==> src/rtl/mac_rx_pkg.sv <==
//--------------------------------------------------------------------
// mac receive package
// byte width, frame layout constants, crc-32 values, receive byte view
//--------------------------------------------------------------------
`default_nettype none

package mac_rx_pkg;

    // one receive byte per mac_rx_clk cycle
    localparam int BYTE_W = 8;

    // preamble bytes seen on the wire, sfd included
    // 7 x 0x55 then 0xd5
    localparam int PREAMBLE_LEN = 8;

    // fcs trailer length
    localparam int FCS_LEN = 4;

    //----------------------------------------------------------------
    // crc-32, lsb first as on the wire
    //----------------------------------------------------------------

    // reflected form of 0x04c11db7
    localparam logic [31:0] CRC_POLY = 32'hEDB8_8320;

    // register content after data plus intact fcs
    // no final inversion applied to the register
    localparam logic [31:0] CRC_RESIDUE = 32'hDEBB_20E3;

    //----------------------------------------------------------------
    // receive byte
    //----------------------------------------------------------------

    // same 8 bits read two ways
    // data view while dv is high, status view in the interframe gap
    // speed code: 00 = 10 Mb, 01 = 100 Mb, 10 = 1 Gb
    typedef union packed {
        logic [BYTE_W-1:0] data;
        struct packed {
            // upper nibble carries nothing in band
            logic [3:0] rsvd;
            // 1 = full duplex
            logic       duplex;
            logic [1:0] speed;
            // 1 = link up
            logic       link;
        } status;
    } rx_byte_u;

endpackage

`default_nettype wire

==> src/rtl/crc32_d8.sv <==
//--------------------------------------------------------------------
// crc-32 engine, one byte per cycle
// reflected register with residue compare for the fcs check
//--------------------------------------------------------------------
`timescale 1ns/1ps
`default_nettype none

module crc32_d8 (
    input  wire                           mac_rx_clk,
    input  wire                           rst,
    // preload all ones
    input  wire                           clr_i,
    // advance by data_i
    input  wire                           en_i,
    input  wire [mac_rx_pkg::BYTE_W-1:0]  data_i,
    // register matches the good-frame residue
    output logic                          crc_good_o
);

    import mac_rx_pkg::*;

    logic [31:0] crc_q;
    logic [31:0] crc_next;

    // bitwise lsb-first update over one byte
    // unrolled by synthesis into an xor tree
    function automatic logic [31:0] crc_byte(
        input logic [31:0]       crc,
        input logic [BYTE_W-1:0] data
    );
        logic [31:0] c;
        c = crc ^ {{(32 - BYTE_W){1'b0}}, data};
        for (int i = 0; i < BYTE_W; i++) begin
            if (c[0]) begin
                c = (c >> 1) ^ CRC_POLY;
            end else begin
                c = c >> 1;
            end
        end
        return c;
    endfunction

    assign crc_next = crc_byte(crc_q, data_i);

    // register update, clear wins over enable
    always_ff @(posedge mac_rx_clk) begin
        if (rst) begin
            crc_q <= '1;
        end else if (clr_i) begin
            crc_q <= '1;
        end else if (en_i) begin
            crc_q <= crc_next;
        end
    end

    // compare one cycle behind the register
    // lines up with the end pulse of the frame logic
    always_ff @(posedge mac_rx_clk) begin
        if (rst) begin
            crc_good_o <= 1'b0;
        end else begin
            crc_good_o <= (crc_q == CRC_RESIDUE);
        end
    end

endmodule

`default_nettype wire

==> src/rtl/mac_rx_top.sv <==
//--------------------------------------------------------------------
// mac receive top
// rgmii receive path after the ddr stage: status, frame, crc, fcs strip
//--------------------------------------------------------------------
`timescale 1ns/1ps
`default_nettype none

module mac_rx_top #(
    parameter int PREAMBLE_LEN = mac_rx_pkg::PREAMBLE_LEN
) (
    input  wire                           mac_rx_clk,
    input  wire                           rst,
    // one byte per cycle from the ddr input stage
    input  wire [mac_rx_pkg::BYTE_W-1:0]  rx_data_i,
    // first edge control, data valid
    input  wire                           rx_dv_i,
    // second edge control, dv xor er
    input  wire                           rx_err_i,
    // {duplex, speed, link} from the interframe gap
    output wire [3:0]                     status_o,
    // payload stream
    output wire [mac_rx_pkg::BYTE_W-1:0]  mac_rx_data_o,
    output wire                           mac_rx_valid_o,
    output wire                           mac_rx_sof_o,
    output wire                           mac_rx_eof_o,
    // frame verdict, with eof
    output wire                           mac_rx_ok_o,
    output wire                           mac_rx_bd_o,
    output wire                           mac_rx_er_o
);

    import mac_rx_pkg::*;

    // capture stage
    rx_byte_u          cap_data;
    logic              cap_dv;
    logic              cap_err;
    // crc control
    logic              crc_clr;
    logic              crc_en;
    logic [BYTE_W-1:0] crc_data;
    logic              crc_good;
    // frame stream
    logic [BYTE_W-1:0] frm_data;
    logic              frm_valid;
    logic              frm_sof;
    logic              frm_end;
    logic              frm_err;

    rx_capture rx_capture_inst (
        .mac_rx_clk (mac_rx_clk),
        .rst        (rst),
        .rx_data_i  (rx_data_i),
        .rx_dv_i    (rx_dv_i),
        .rx_err_i   (rx_err_i),
        .cap_data_o (cap_data),
        .cap_dv_o   (cap_dv),
        .cap_err_o  (cap_err),
        .status_o   (status_o)
    );

    rx_frame_ctrl #(
        .PREAMBLE_LEN (PREAMBLE_LEN)
    ) rx_frame_ctrl_inst (
        .mac_rx_clk  (mac_rx_clk),
        .rst         (rst),
        .cap_data_i  (cap_data),
        .cap_dv_i    (cap_dv),
        .cap_err_i   (cap_err),
        .crc_clr_o   (crc_clr),
        .crc_en_o    (crc_en),
        .crc_data_o  (crc_data),
        .frm_data_o  (frm_data),
        .frm_valid_o (frm_valid),
        .frm_sof_o   (frm_sof),
        .frm_end_o   (frm_end),
        .frm_err_o   (frm_err)
    );

    crc32_d8 crc32_d8_inst (
        .mac_rx_clk (mac_rx_clk),
        .rst        (rst),
        .clr_i      (crc_clr),
        .en_i       (crc_en),
        .data_i     (crc_data),
        .crc_good_o (crc_good)
    );

    rx_fcs_strip rx_fcs_strip_inst (
        .mac_rx_clk     (mac_rx_clk),
        .rst            (rst),
        .frm_data_i     (frm_data),
        .frm_valid_i    (frm_valid),
        .frm_sof_i      (frm_sof),
        .frm_end_i      (frm_end),
        .crc_good_i     (crc_good),
        .frm_err_i      (frm_err),
        .mac_rx_data_o  (mac_rx_data_o),
        .mac_rx_valid_o (mac_rx_valid_o),
        .mac_rx_sof_o   (mac_rx_sof_o),
        .mac_rx_eof_o   (mac_rx_eof_o),
        .mac_rx_ok_o    (mac_rx_ok_o),
        .mac_rx_bd_o    (mac_rx_bd_o),
        .mac_rx_er_o    (mac_rx_er_o)
    );

endmodule

`default_nettype wire

==> src/rtl/rx_capture.sv <==
//--------------------------------------------------------------------
// rx capture
// input register stage and in-band link, speed, duplex decode
//--------------------------------------------------------------------
`timescale 1ns/1ps
`default_nettype none

module rx_capture (
    input  wire                       mac_rx_clk,
    input  wire                       rst,
    // byte and control bits as they leave the ddr input stage
    input  wire mac_rx_pkg::rx_byte_u rx_data_i,
    input  wire                       rx_dv_i,
    input  wire                       rx_err_i,
    // registered copy for the frame logic
    output mac_rx_pkg::rx_byte_u      cap_data_o,
    output logic                      cap_dv_o,
    output logic                      cap_err_o,
    // {duplex, speed, link}
    output logic [3:0]                status_o
);

    // byte register
    always_ff @(posedge mac_rx_clk) begin
        cap_data_o <= rx_data_i;
    end

    // control bits
    always_ff @(posedge mac_rx_clk) begin
        if (rst) begin
            cap_dv_o  <= 1'b0;
            cap_err_o <= 1'b0;
        end else begin
            cap_dv_o  <= rx_dv_i;
            cap_err_o <= rx_err_i;
        end
    end

    // in-band status
    // both control bits low means normal interframe gap
    // the phy then puts link, speed and duplex on the data pins
    always_ff @(posedge mac_rx_clk) begin
        if (rst) begin
            status_o <= 4'b0000;
        end else if (!rx_dv_i && !rx_err_i) begin
            status_o <= {rx_data_i.status.duplex,
                         rx_data_i.status.speed,
                         rx_data_i.status.link};
        end
    end

    // status only moves between frames and never under a captured data byte
    status_quiet_in_frame: assert property (
        @(posedge mac_rx_clk) disable iff (rst)
        cap_dv_o |-> $stable(status_o)
    );

endmodule

`default_nettype wire

==> src/rtl/rx_fcs_strip.sv <==
//--------------------------------------------------------------------
// fcs strip
// delay line that hides the fcs bytes and registers the frame verdict
//--------------------------------------------------------------------
`timescale 1ns/1ps
`default_nettype none

module rx_fcs_strip (
    input  wire                           mac_rx_clk,
    input  wire                           rst,
    // frame stream of payload plus fcs
    input  wire [mac_rx_pkg::BYTE_W-1:0]  frm_data_i,
    input  wire                           frm_valid_i,
    input  wire                           frm_sof_i,
    input  wire                           frm_end_i,
    input  wire                           crc_good_i,
    input  wire                           frm_err_i,
    // payload stream and verdict
    output logic [mac_rx_pkg::BYTE_W-1:0] mac_rx_data_o,
    output logic                          mac_rx_valid_o,
    output logic                          mac_rx_sof_o,
    output logic                          mac_rx_eof_o,
    output logic                          mac_rx_ok_o,
    output logic                          mac_rx_bd_o,
    output logic                          mac_rx_er_o
);

    import mac_rx_pkg::*;

    // FCS_LEN line stages plus the output register make FCS_LEN+1
    logic [BYTE_W-1:0]  data_sr [FCS_LEN];
    logic [FCS_LEN-1:0] valid_sr;
    logic [FCS_LEN-1:0] sof_sr;

    //----------------------------------------------------------------
    // delay line
    //----------------------------------------------------------------

    // payload bytes
    always_ff @(posedge mac_rx_clk) begin
        data_sr[0] <= frm_data_i;
        for (int i = 1; i < FCS_LEN; i++) begin
            data_sr[i] <= data_sr[i - 1];
        end
        mac_rx_data_o <= data_sr[FCS_LEN - 1];
    end

    // marks
    always_ff @(posedge mac_rx_clk) begin
        if (rst) begin
            valid_sr <= '0;
            sof_sr   <= '0;
        end else begin
            valid_sr <= {valid_sr[FCS_LEN-2:0], frm_valid_i};
            sof_sr   <= {sof_sr[FCS_LEN-2:0], frm_sof_i};
        end
    end

    //----------------------------------------------------------------
    // outputs
    //----------------------------------------------------------------
    always_ff @(posedge mac_rx_clk) begin
        if (rst) begin
            mac_rx_valid_o <= 1'b0;
            mac_rx_sof_o   <= 1'b0;
            mac_rx_eof_o   <= 1'b0;
            mac_rx_ok_o    <= 1'b0;
            mac_rx_bd_o    <= 1'b0;
            mac_rx_er_o    <= 1'b0;
        end else begin
            // live valid drops FCS_LEN cycles before the delayed one
            // so the last FCS_LEN bytes never show
            mac_rx_valid_o <= valid_sr[FCS_LEN - 1] & frm_valid_i;
            mac_rx_sof_o   <= sof_sr[FCS_LEN - 1];
            // verdict arrives one cycle after the last shown byte
            mac_rx_eof_o   <= frm_end_i;
            mac_rx_ok_o    <= frm_end_i & crc_good_i;
            mac_rx_bd_o    <= frm_end_i & ~crc_good_i;
            mac_rx_er_o    <= frm_end_i & frm_err_i;
        end
    end

    verdict_exclusive: assert property (
        @(posedge mac_rx_clk) disable iff (rst)
        !(mac_rx_ok_o && mac_rx_bd_o)
    );

    // sof rides on the first payload byte of a frame
    sof_on_valid: assert property (
        @(posedge mac_rx_clk) disable iff (rst)
        mac_rx_sof_o |-> mac_rx_valid_o
    );

endmodule

`default_nettype wire

==> src/rtl/rx_frame_ctrl.sv <==
//--------------------------------------------------------------------
// rx frame control
// byte counter, preamble tracking, crc control and frame marks
//--------------------------------------------------------------------
`timescale 1ns/1ps
`default_nettype none

module rx_frame_ctrl #(
    parameter int PREAMBLE_LEN = mac_rx_pkg::PREAMBLE_LEN
) (
    input  wire                            mac_rx_clk,
    input  wire                            rst,
    input  wire mac_rx_pkg::rx_byte_u      cap_data_i,
    input  wire                            cap_dv_i,
    input  wire                            cap_err_i,
    // crc engine control, one cycle after cap_*
    output logic                           crc_clr_o,
    output logic                           crc_en_o,
    output logic [mac_rx_pkg::BYTE_W-1:0]  crc_data_o,
    // frame stream, two cycles after cap_*
    output logic [mac_rx_pkg::BYTE_W-1:0]  frm_data_o,
    output logic                           frm_valid_o,
    output logic                           frm_sof_o,
    output logic                           frm_end_o,
    output logic                           frm_err_o
);

    // first byte index past the sfd
    localparam logic [15:0] BODY_START = 16'(PREAMBLE_LEN);

    logic [15:0] byte_cnt;
    logic        pre_byte;
    logic        body_byte;
    logic        first_byte;
    // stage 1 state
    logic        sof_q;
    logic        dv_q;
    logic        end_q;
    logic        err_seen;

    // byte position of the current captured byte
    // saturates so a jabbering phy cannot wrap back into the preamble
    always_ff @(posedge mac_rx_clk) begin
        if (rst || !cap_dv_i) begin
            byte_cnt <= '0;
        end else if (byte_cnt != '1) begin
            byte_cnt <= byte_cnt + 1'b1;
        end
    end

    assign pre_byte   = cap_dv_i && (byte_cnt < BODY_START);
    assign body_byte  = cap_dv_i && (byte_cnt >= BODY_START);
    assign first_byte = cap_dv_i && (byte_cnt == BODY_START);

    //----------------------------------------------------------------
    // stage 1: crc control and frame state
    //----------------------------------------------------------------
    always_ff @(posedge mac_rx_clk) begin
        if (rst) begin
            crc_clr_o <= 1'b0;
            crc_en_o  <= 1'b0;
            sof_q     <= 1'b0;
            dv_q      <= 1'b0;
            end_q     <= 1'b0;
            err_seen  <= 1'b0;
        end else begin
            // preload while the preamble goes by, run over payload plus fcs
            crc_clr_o <= pre_byte;
            crc_en_o  <= body_byte;
            sof_q     <= first_byte;
            dv_q      <= cap_dv_i;
            // falling edge of dv
            end_q     <= dv_q && !cap_dv_i;
            // dv high with err low is a receive error byte
            // first byte of a frame restarts the flag
            if (cap_dv_i && (byte_cnt == '0)) begin
                err_seen <= !cap_err_i;
            end else if (cap_dv_i && !cap_err_i) begin
                err_seen <= 1'b1;
            end
        end
    end

    //----------------------------------------------------------------
    // stage 2: frame stream toward the fcs strip
    //----------------------------------------------------------------
    always_ff @(posedge mac_rx_clk) begin
        if (rst) begin
            frm_valid_o <= 1'b0;
            frm_sof_o   <= 1'b0;
            frm_end_o   <= 1'b0;
            frm_err_o   <= 1'b0;
        end else begin
            frm_valid_o <= crc_en_o;
            frm_sof_o   <= sof_q;
            frm_end_o   <= end_q;
            frm_err_o   <= err_seen;
        end
    end

    // data path, read as plain bytes
    always_ff @(posedge mac_rx_clk) begin
        crc_data_o <= cap_data_i.data;
        frm_data_o <= crc_data_o;
    end

    // a byte is either preamble or body, never both
    crc_ctrl_exclusive: assert property (
        @(posedge mac_rx_clk) disable iff (rst)
        !(crc_en_o && crc_clr_o)
    );

endmodule

`default_nettype wire

==> config.mk <==
export PLATFORM = sky130hd
export DESIGN_NAME = mac_rx_top
export DESIGN_NICKNAME = d
export VERILOG_FILES = /design/src/rtl/mac_rx_pkg.sv /design/src/rtl/crc32_d8.sv /design/src/rtl/mac_rx_top.sv /design/src/rtl/rx_capture.sv /design/src/rtl/rx_fcs_strip.sv /design/src/rtl/rx_frame_ctrl.sv
export SDC_FILE = /design/constraint.sdc
export NUM_CORES = 1
export LEC_CHECK = 0
export BUFFER_PORTS_ARGS = -buffer_cell sky130_fd_sc_hd__buf_2
export CAP_MARGIN = 20
export CORE_MARGIN = 1
export CORE_UTILIZATION = 48
export CTS_CLUSTER_SIZE = 16
export DETAILED_ROUTE_END_ITERATION = 12
export PLACE_DENSITY = 0.76
export SLEW_MARGIN = 20
export SYNTH_ARGS = -nofsm -noshare
export SYNTH_HDL_FRONTEND = slang
export SYNTH_SLANG_ARGS = --single-unit
==> constraint.sdc <==
create_clock -name mac_rx_clk -period 1.6 [get_ports mac_rx_clk]
set_input_delay 0.16 -clock mac_rx_clk [delete_from_list [all_inputs] [get_ports mac_rx_clk]]
set_output_delay 0.16 -clock mac_rx_clk [all_outputs]
set_load 0.01 [all_outputs]
==> results.py <==
metrics = {
    "status": {
        "status": "finished, violations left",
        "failed_checks": "setup timing",
    },
    "global_route": {
        "grt_pass1_vias": 3680,
        "grt_start_max_net_pins": 18,
        "grt-ovfl-total": 0,
        "grt_antenna_before_repair": 0,
        "grt.total_usage_pct": 21.3,
        "grt_first_pass_wirelength_um": 18100,
    },
    "sta": {
        "timing.max_slew.rel_slack_pct": 71.3,
        "rsz0062_at_grt": "yes",
        "report.final.slew_viol_count": 0,
        "timing.final.setup_violations": 1,
        "min_period_ps": 1610,
        "max_freq_mhz": 622,
        "max_slew.worst_pin.slew_ps": 429,
        "final_critical_path_share_of_the_clock_period_pct": 100,
        "fin_tns_setup_ps": -6.77,
        "post-route-worst-setup-slack_ps": -6.77,
        "finalClockSkew_ps": 9.45,
        "final_hold_viol_count": 0,
    },
    "worst_setup_path": {
        "worst_ep_required_time_ps": 2050,
        "r2r-start": "crc32_d8_inst.crc_q[5]",
        "regToRegEndpoint": "crc32_d8_inst.crc_q[24]",
        "ff2ff_path_depth": 5,
        "cp.arrival_ps": 2050,
        "setup.worst_path.end_class": "flip-flop",
        "critical_path.startpoint_type": "flip-flop",
        "r2r_slack_ps": -7,
        "criticalPathCategory": "flip-flop to flip-flop",
        "crit_path_max_fanout": 5,
    },
    "clocking": {
        "cts_htree_levels": 4,
        "root_driver": "sky130_fd_sc_hd__clkbuf_8",
        "cts.reportedPaths.clkPinSlew_ps": 70,
        "tritoncts": "yes",
        "cts_buffers": 17,
        "clkLatencyLatePin_ps": 520,
        "cts.path.max_buffers": 2,
        "clock_sink_count": 143,
    },
    "synth": {
        "synth-edff-count": 0,
        "share_of_the_synthesized_area_in_the_top_cell_type_pct": 55.4,
        "yosysWarningCount": 0,
        "synth_cell_types": 48,
        "yosys.area.top_type": "sky130_fd_sc_hd__dfxtp_1",
        "async_flop_share_pct": 0,
        "ys_dominant_reg_cell": "sky130_fd_sc_hd__dfxtp_1",
        "synth_area_leaders": "sky130_fd_sc_hd__dfxtp_1 (55%), sky130_fd_sc_hd__xnor3_1 (6.5%), sky130_fd_sc_hd__xnor2_1 (4.9%), sky130_fd_sc_hd__xnor2_4 (4.3%), sky130_fd_sc_hd__nand2_1 (2.3%)",
        "netlist_top_cells_count": "sky130_fd_sc_hd__dfxtp_1 (143), sky130_fd_sc_hd__nand2_1 (32), sky130_fd_sc_hd__xnor2_1 (29), sky130_fd_sc_hd__nor2_1 (24), sky130_fd_sc_hd__a21oi_1 (23)",
        "syn-num-nets": 455,
        "sequential_fraction_of_the_synthesis_area_pct": 55.4,
        "synth_area_um2": 5170,
        "avgSynthCellArea_um2": 11.7,
        "yosys.cell_count.top_type": "sky130_fd_sc_hd__dfxtp_1",
        "ys_seq_elements": 143,
        "number_of_instances_in_the_synthesized_netlist": 441,
    },
    "routing": {
        "detail_route.iter0.violations": 206,
        "wire_per_inst_um": 16.5,
        "drc": 0,
        "drt_pre_antenna_iters": 4,
        "detailroute.via_count": 3747,
        "routed_wl_um": 11700,
        "postRouteAntennaNets": 0,
        "avgViaCountPerCell": 5.29,
    },
    "final_layout": {
        "finish.net_count": 573,
        "register_area_um2": 2900,
        "insertedDiodeCount": 0,
        "post_route_cells_drive_above_1_share_pct": 32.5,
        "fillCellCount": 745,
        "area_used_by_multi_input_combinational_logic_um2": 2410,
        "area_delta_synth_final_pct": 34.7,
        "finish.cell_count_without_fillers": 708,
    },
    "floorplanning": {
        "io_count": 30,
        "fp.dieArea_um2": 11200,
        "floorplan.die.height_um": 106,
        "initial_core_utilization_pct": 49.9,
        "chipWidth_um": 106,
        "row_count": 37,
        "core_region_area_um2": 10400,
    },
    "hold_path": {
        "whs_path_depth": 2,
        "hold_start": "rx_data_i[7]",
        "timing.hold.worst.class": "primary input to flip-flop",
        "holdPathEnd": "rx_capture_inst.cap_data_o[7]",
    },
    "place": {
        "dpl.hpwl_um": 7040,
        "placed_cell_count": 646,
        "port_buffers": 29,
        "gp_congestion": 0.841,
    },
    "pwr": {
        "power.density_cell_area_nw_per_um2": 1160,
        "vdd.ir_drop.worst_v": 0.00115,
        "power.leakage_nw": 3.00,
    },
    "run": {
        "maxCapViolations": 0,
    },
}
## cell families after synthesis
group	after synthesis	share of synthesized area, %
flops	143	55.4
simple gates	138	14.4
compound gates	72	8.57
xor+xnor	66	19.7
buf+inv	20	1.48
fa+ha+maj	2	0.484
## critical path, stage by stage, from the launching register on
cell                      delay (ps)
sky130_fd_sc_hd__dfxtp_4         360
sky130_fd_sc_hd__xnor2_4         320
sky130_fd_sc_hd__buf_12          160
sky130_fd_sc_hd__xnor2_4         160
sky130_fd_sc_hd__xor3_1          390
sky130_fd_sc_hd__a21oi_1         140
## flip-flops by register name, indices dropped and copies added, names as in the netlist, 4 cells and up
name / flops
rx_fcs_strip_inst.data_sr: 32
rx_fcs_strip_inst.mac_rx_data_o: 8
rx_frame_ctrl_inst.crc_data_o: 8
crc32_d8_inst.crc_q: 32
rx_capture_inst.cap_data_o: 8
rx_fcs_strip_inst.valid_sr: 4
rx_frame_ctrl_inst.frm_data_o: 8
rx_fcs_strip_inst.sof_sr: 4
rx_frame_ctrl_inst.byte_cnt: 16
rx_capture_inst.status_o: 4
## worst max-delay path by stage
stage,start,endpoint,slack [ps],cells after the start
after CTS,rx_frame_ctrl_inst.crc_data_o[4],crc32_d8_inst.crc_q[23],-10,4
after floorplan,rx_frame_ctrl_inst.crc_data_o[6],crc32_d8_inst.crc_q[25],-40,4
after detailed placement,crc32_d8_inst.crc_q[1],crc32_d8_inst.crc_good_o,-100,4
after global placement,crc32_d8_inst.crc_q[1],crc32_d8_inst.crc_good_o,-9,4
final,crc32_d8_inst.crc_q[5],crc32_d8_inst.crc_q[24],-7,5
after global routing,rx_frame_ctrl_inst.byte_cnt[3],rx_frame_ctrl_inst.byte_cnt[13],-50,5
## timing repair
item,in CTS,in global routing
setup buffers,6,12
pin swaps,13,12
endpoints found under the hold margin,21,0
hold buffers,12,0
setup endpoints to repair,15,24
resized for setup,14,37
gates cloned,0,1
## per-stage QoR
stage	total power, W	hold slack (ps)	area, um2	setup slack, ps	utilization (%)
finish	0.00809	270	6970	-6.77	67.2
global route	0.00839	270	6970	-48.6	67.2
CTS	0.00807	251	6670	-9.53	64.3
detailed placement	0.00433	265	5860	-103	56.6
global placement	0.00431	265	5860	-9.37	56.6
floorplan	0.00415	188	5210	-44.0	-
## power by group
group          total, W  switching (W)  internal [W]  leakage (nW)
logic          0.000684       0.000275      0.000409          1.55
registers       0.00370      0.0000434       0.00365          1.18
clock network   0.00371        0.00160       0.00211         0.270
total           0.00809        0.00192       0.00617          3.00
## cell type report
| cell class | count | share of cell area, % |
|---|---|---|
| sequential | 143 | 41.6 |
| multi-input combinational | 278 | 34.6 |
| timing repair buffer | 114 | 13.0 |
| clock buffer | 17 | 5.95 |
| tap | 136 | 2.44 |
| clock inverter | 15 | 2.16 |
| inverter | 5 | 0.269 |
## routing by layer
layer	global-route usage, %	up-vias	part of all wire, %
met2	36.2	126	51
met5	0	-	0
met1	25.7	1813	41
li1	-	1786	-
met4	8.93	0	2.1
met3	5.19	22	5.5
## cell usage in the layout, fill, tap and decap left out, drive strengths merged, types with 2 or more instances in the layout
master and count:
or4 4, a21oi 23, clkbuf 17, inv 13, nand2 32, o211ai 13, o21ai 22, xnor3 16
a31oi 2, or3 5, dlygate4sd3 12, nand4b 3, xnor2 41, xor3 2, and2 4, nor2 24
nor2b 18, clkinv 3, nor4 15, buf 102, and3 2, nor3 8, nand3 8, o211a 2
nand3b 2, xor2 7, dfxtp 143, nand4 8, ha 2, a211o 2, clkinvlp 3
Note: power is estimated with default switching activity, not from simulation.
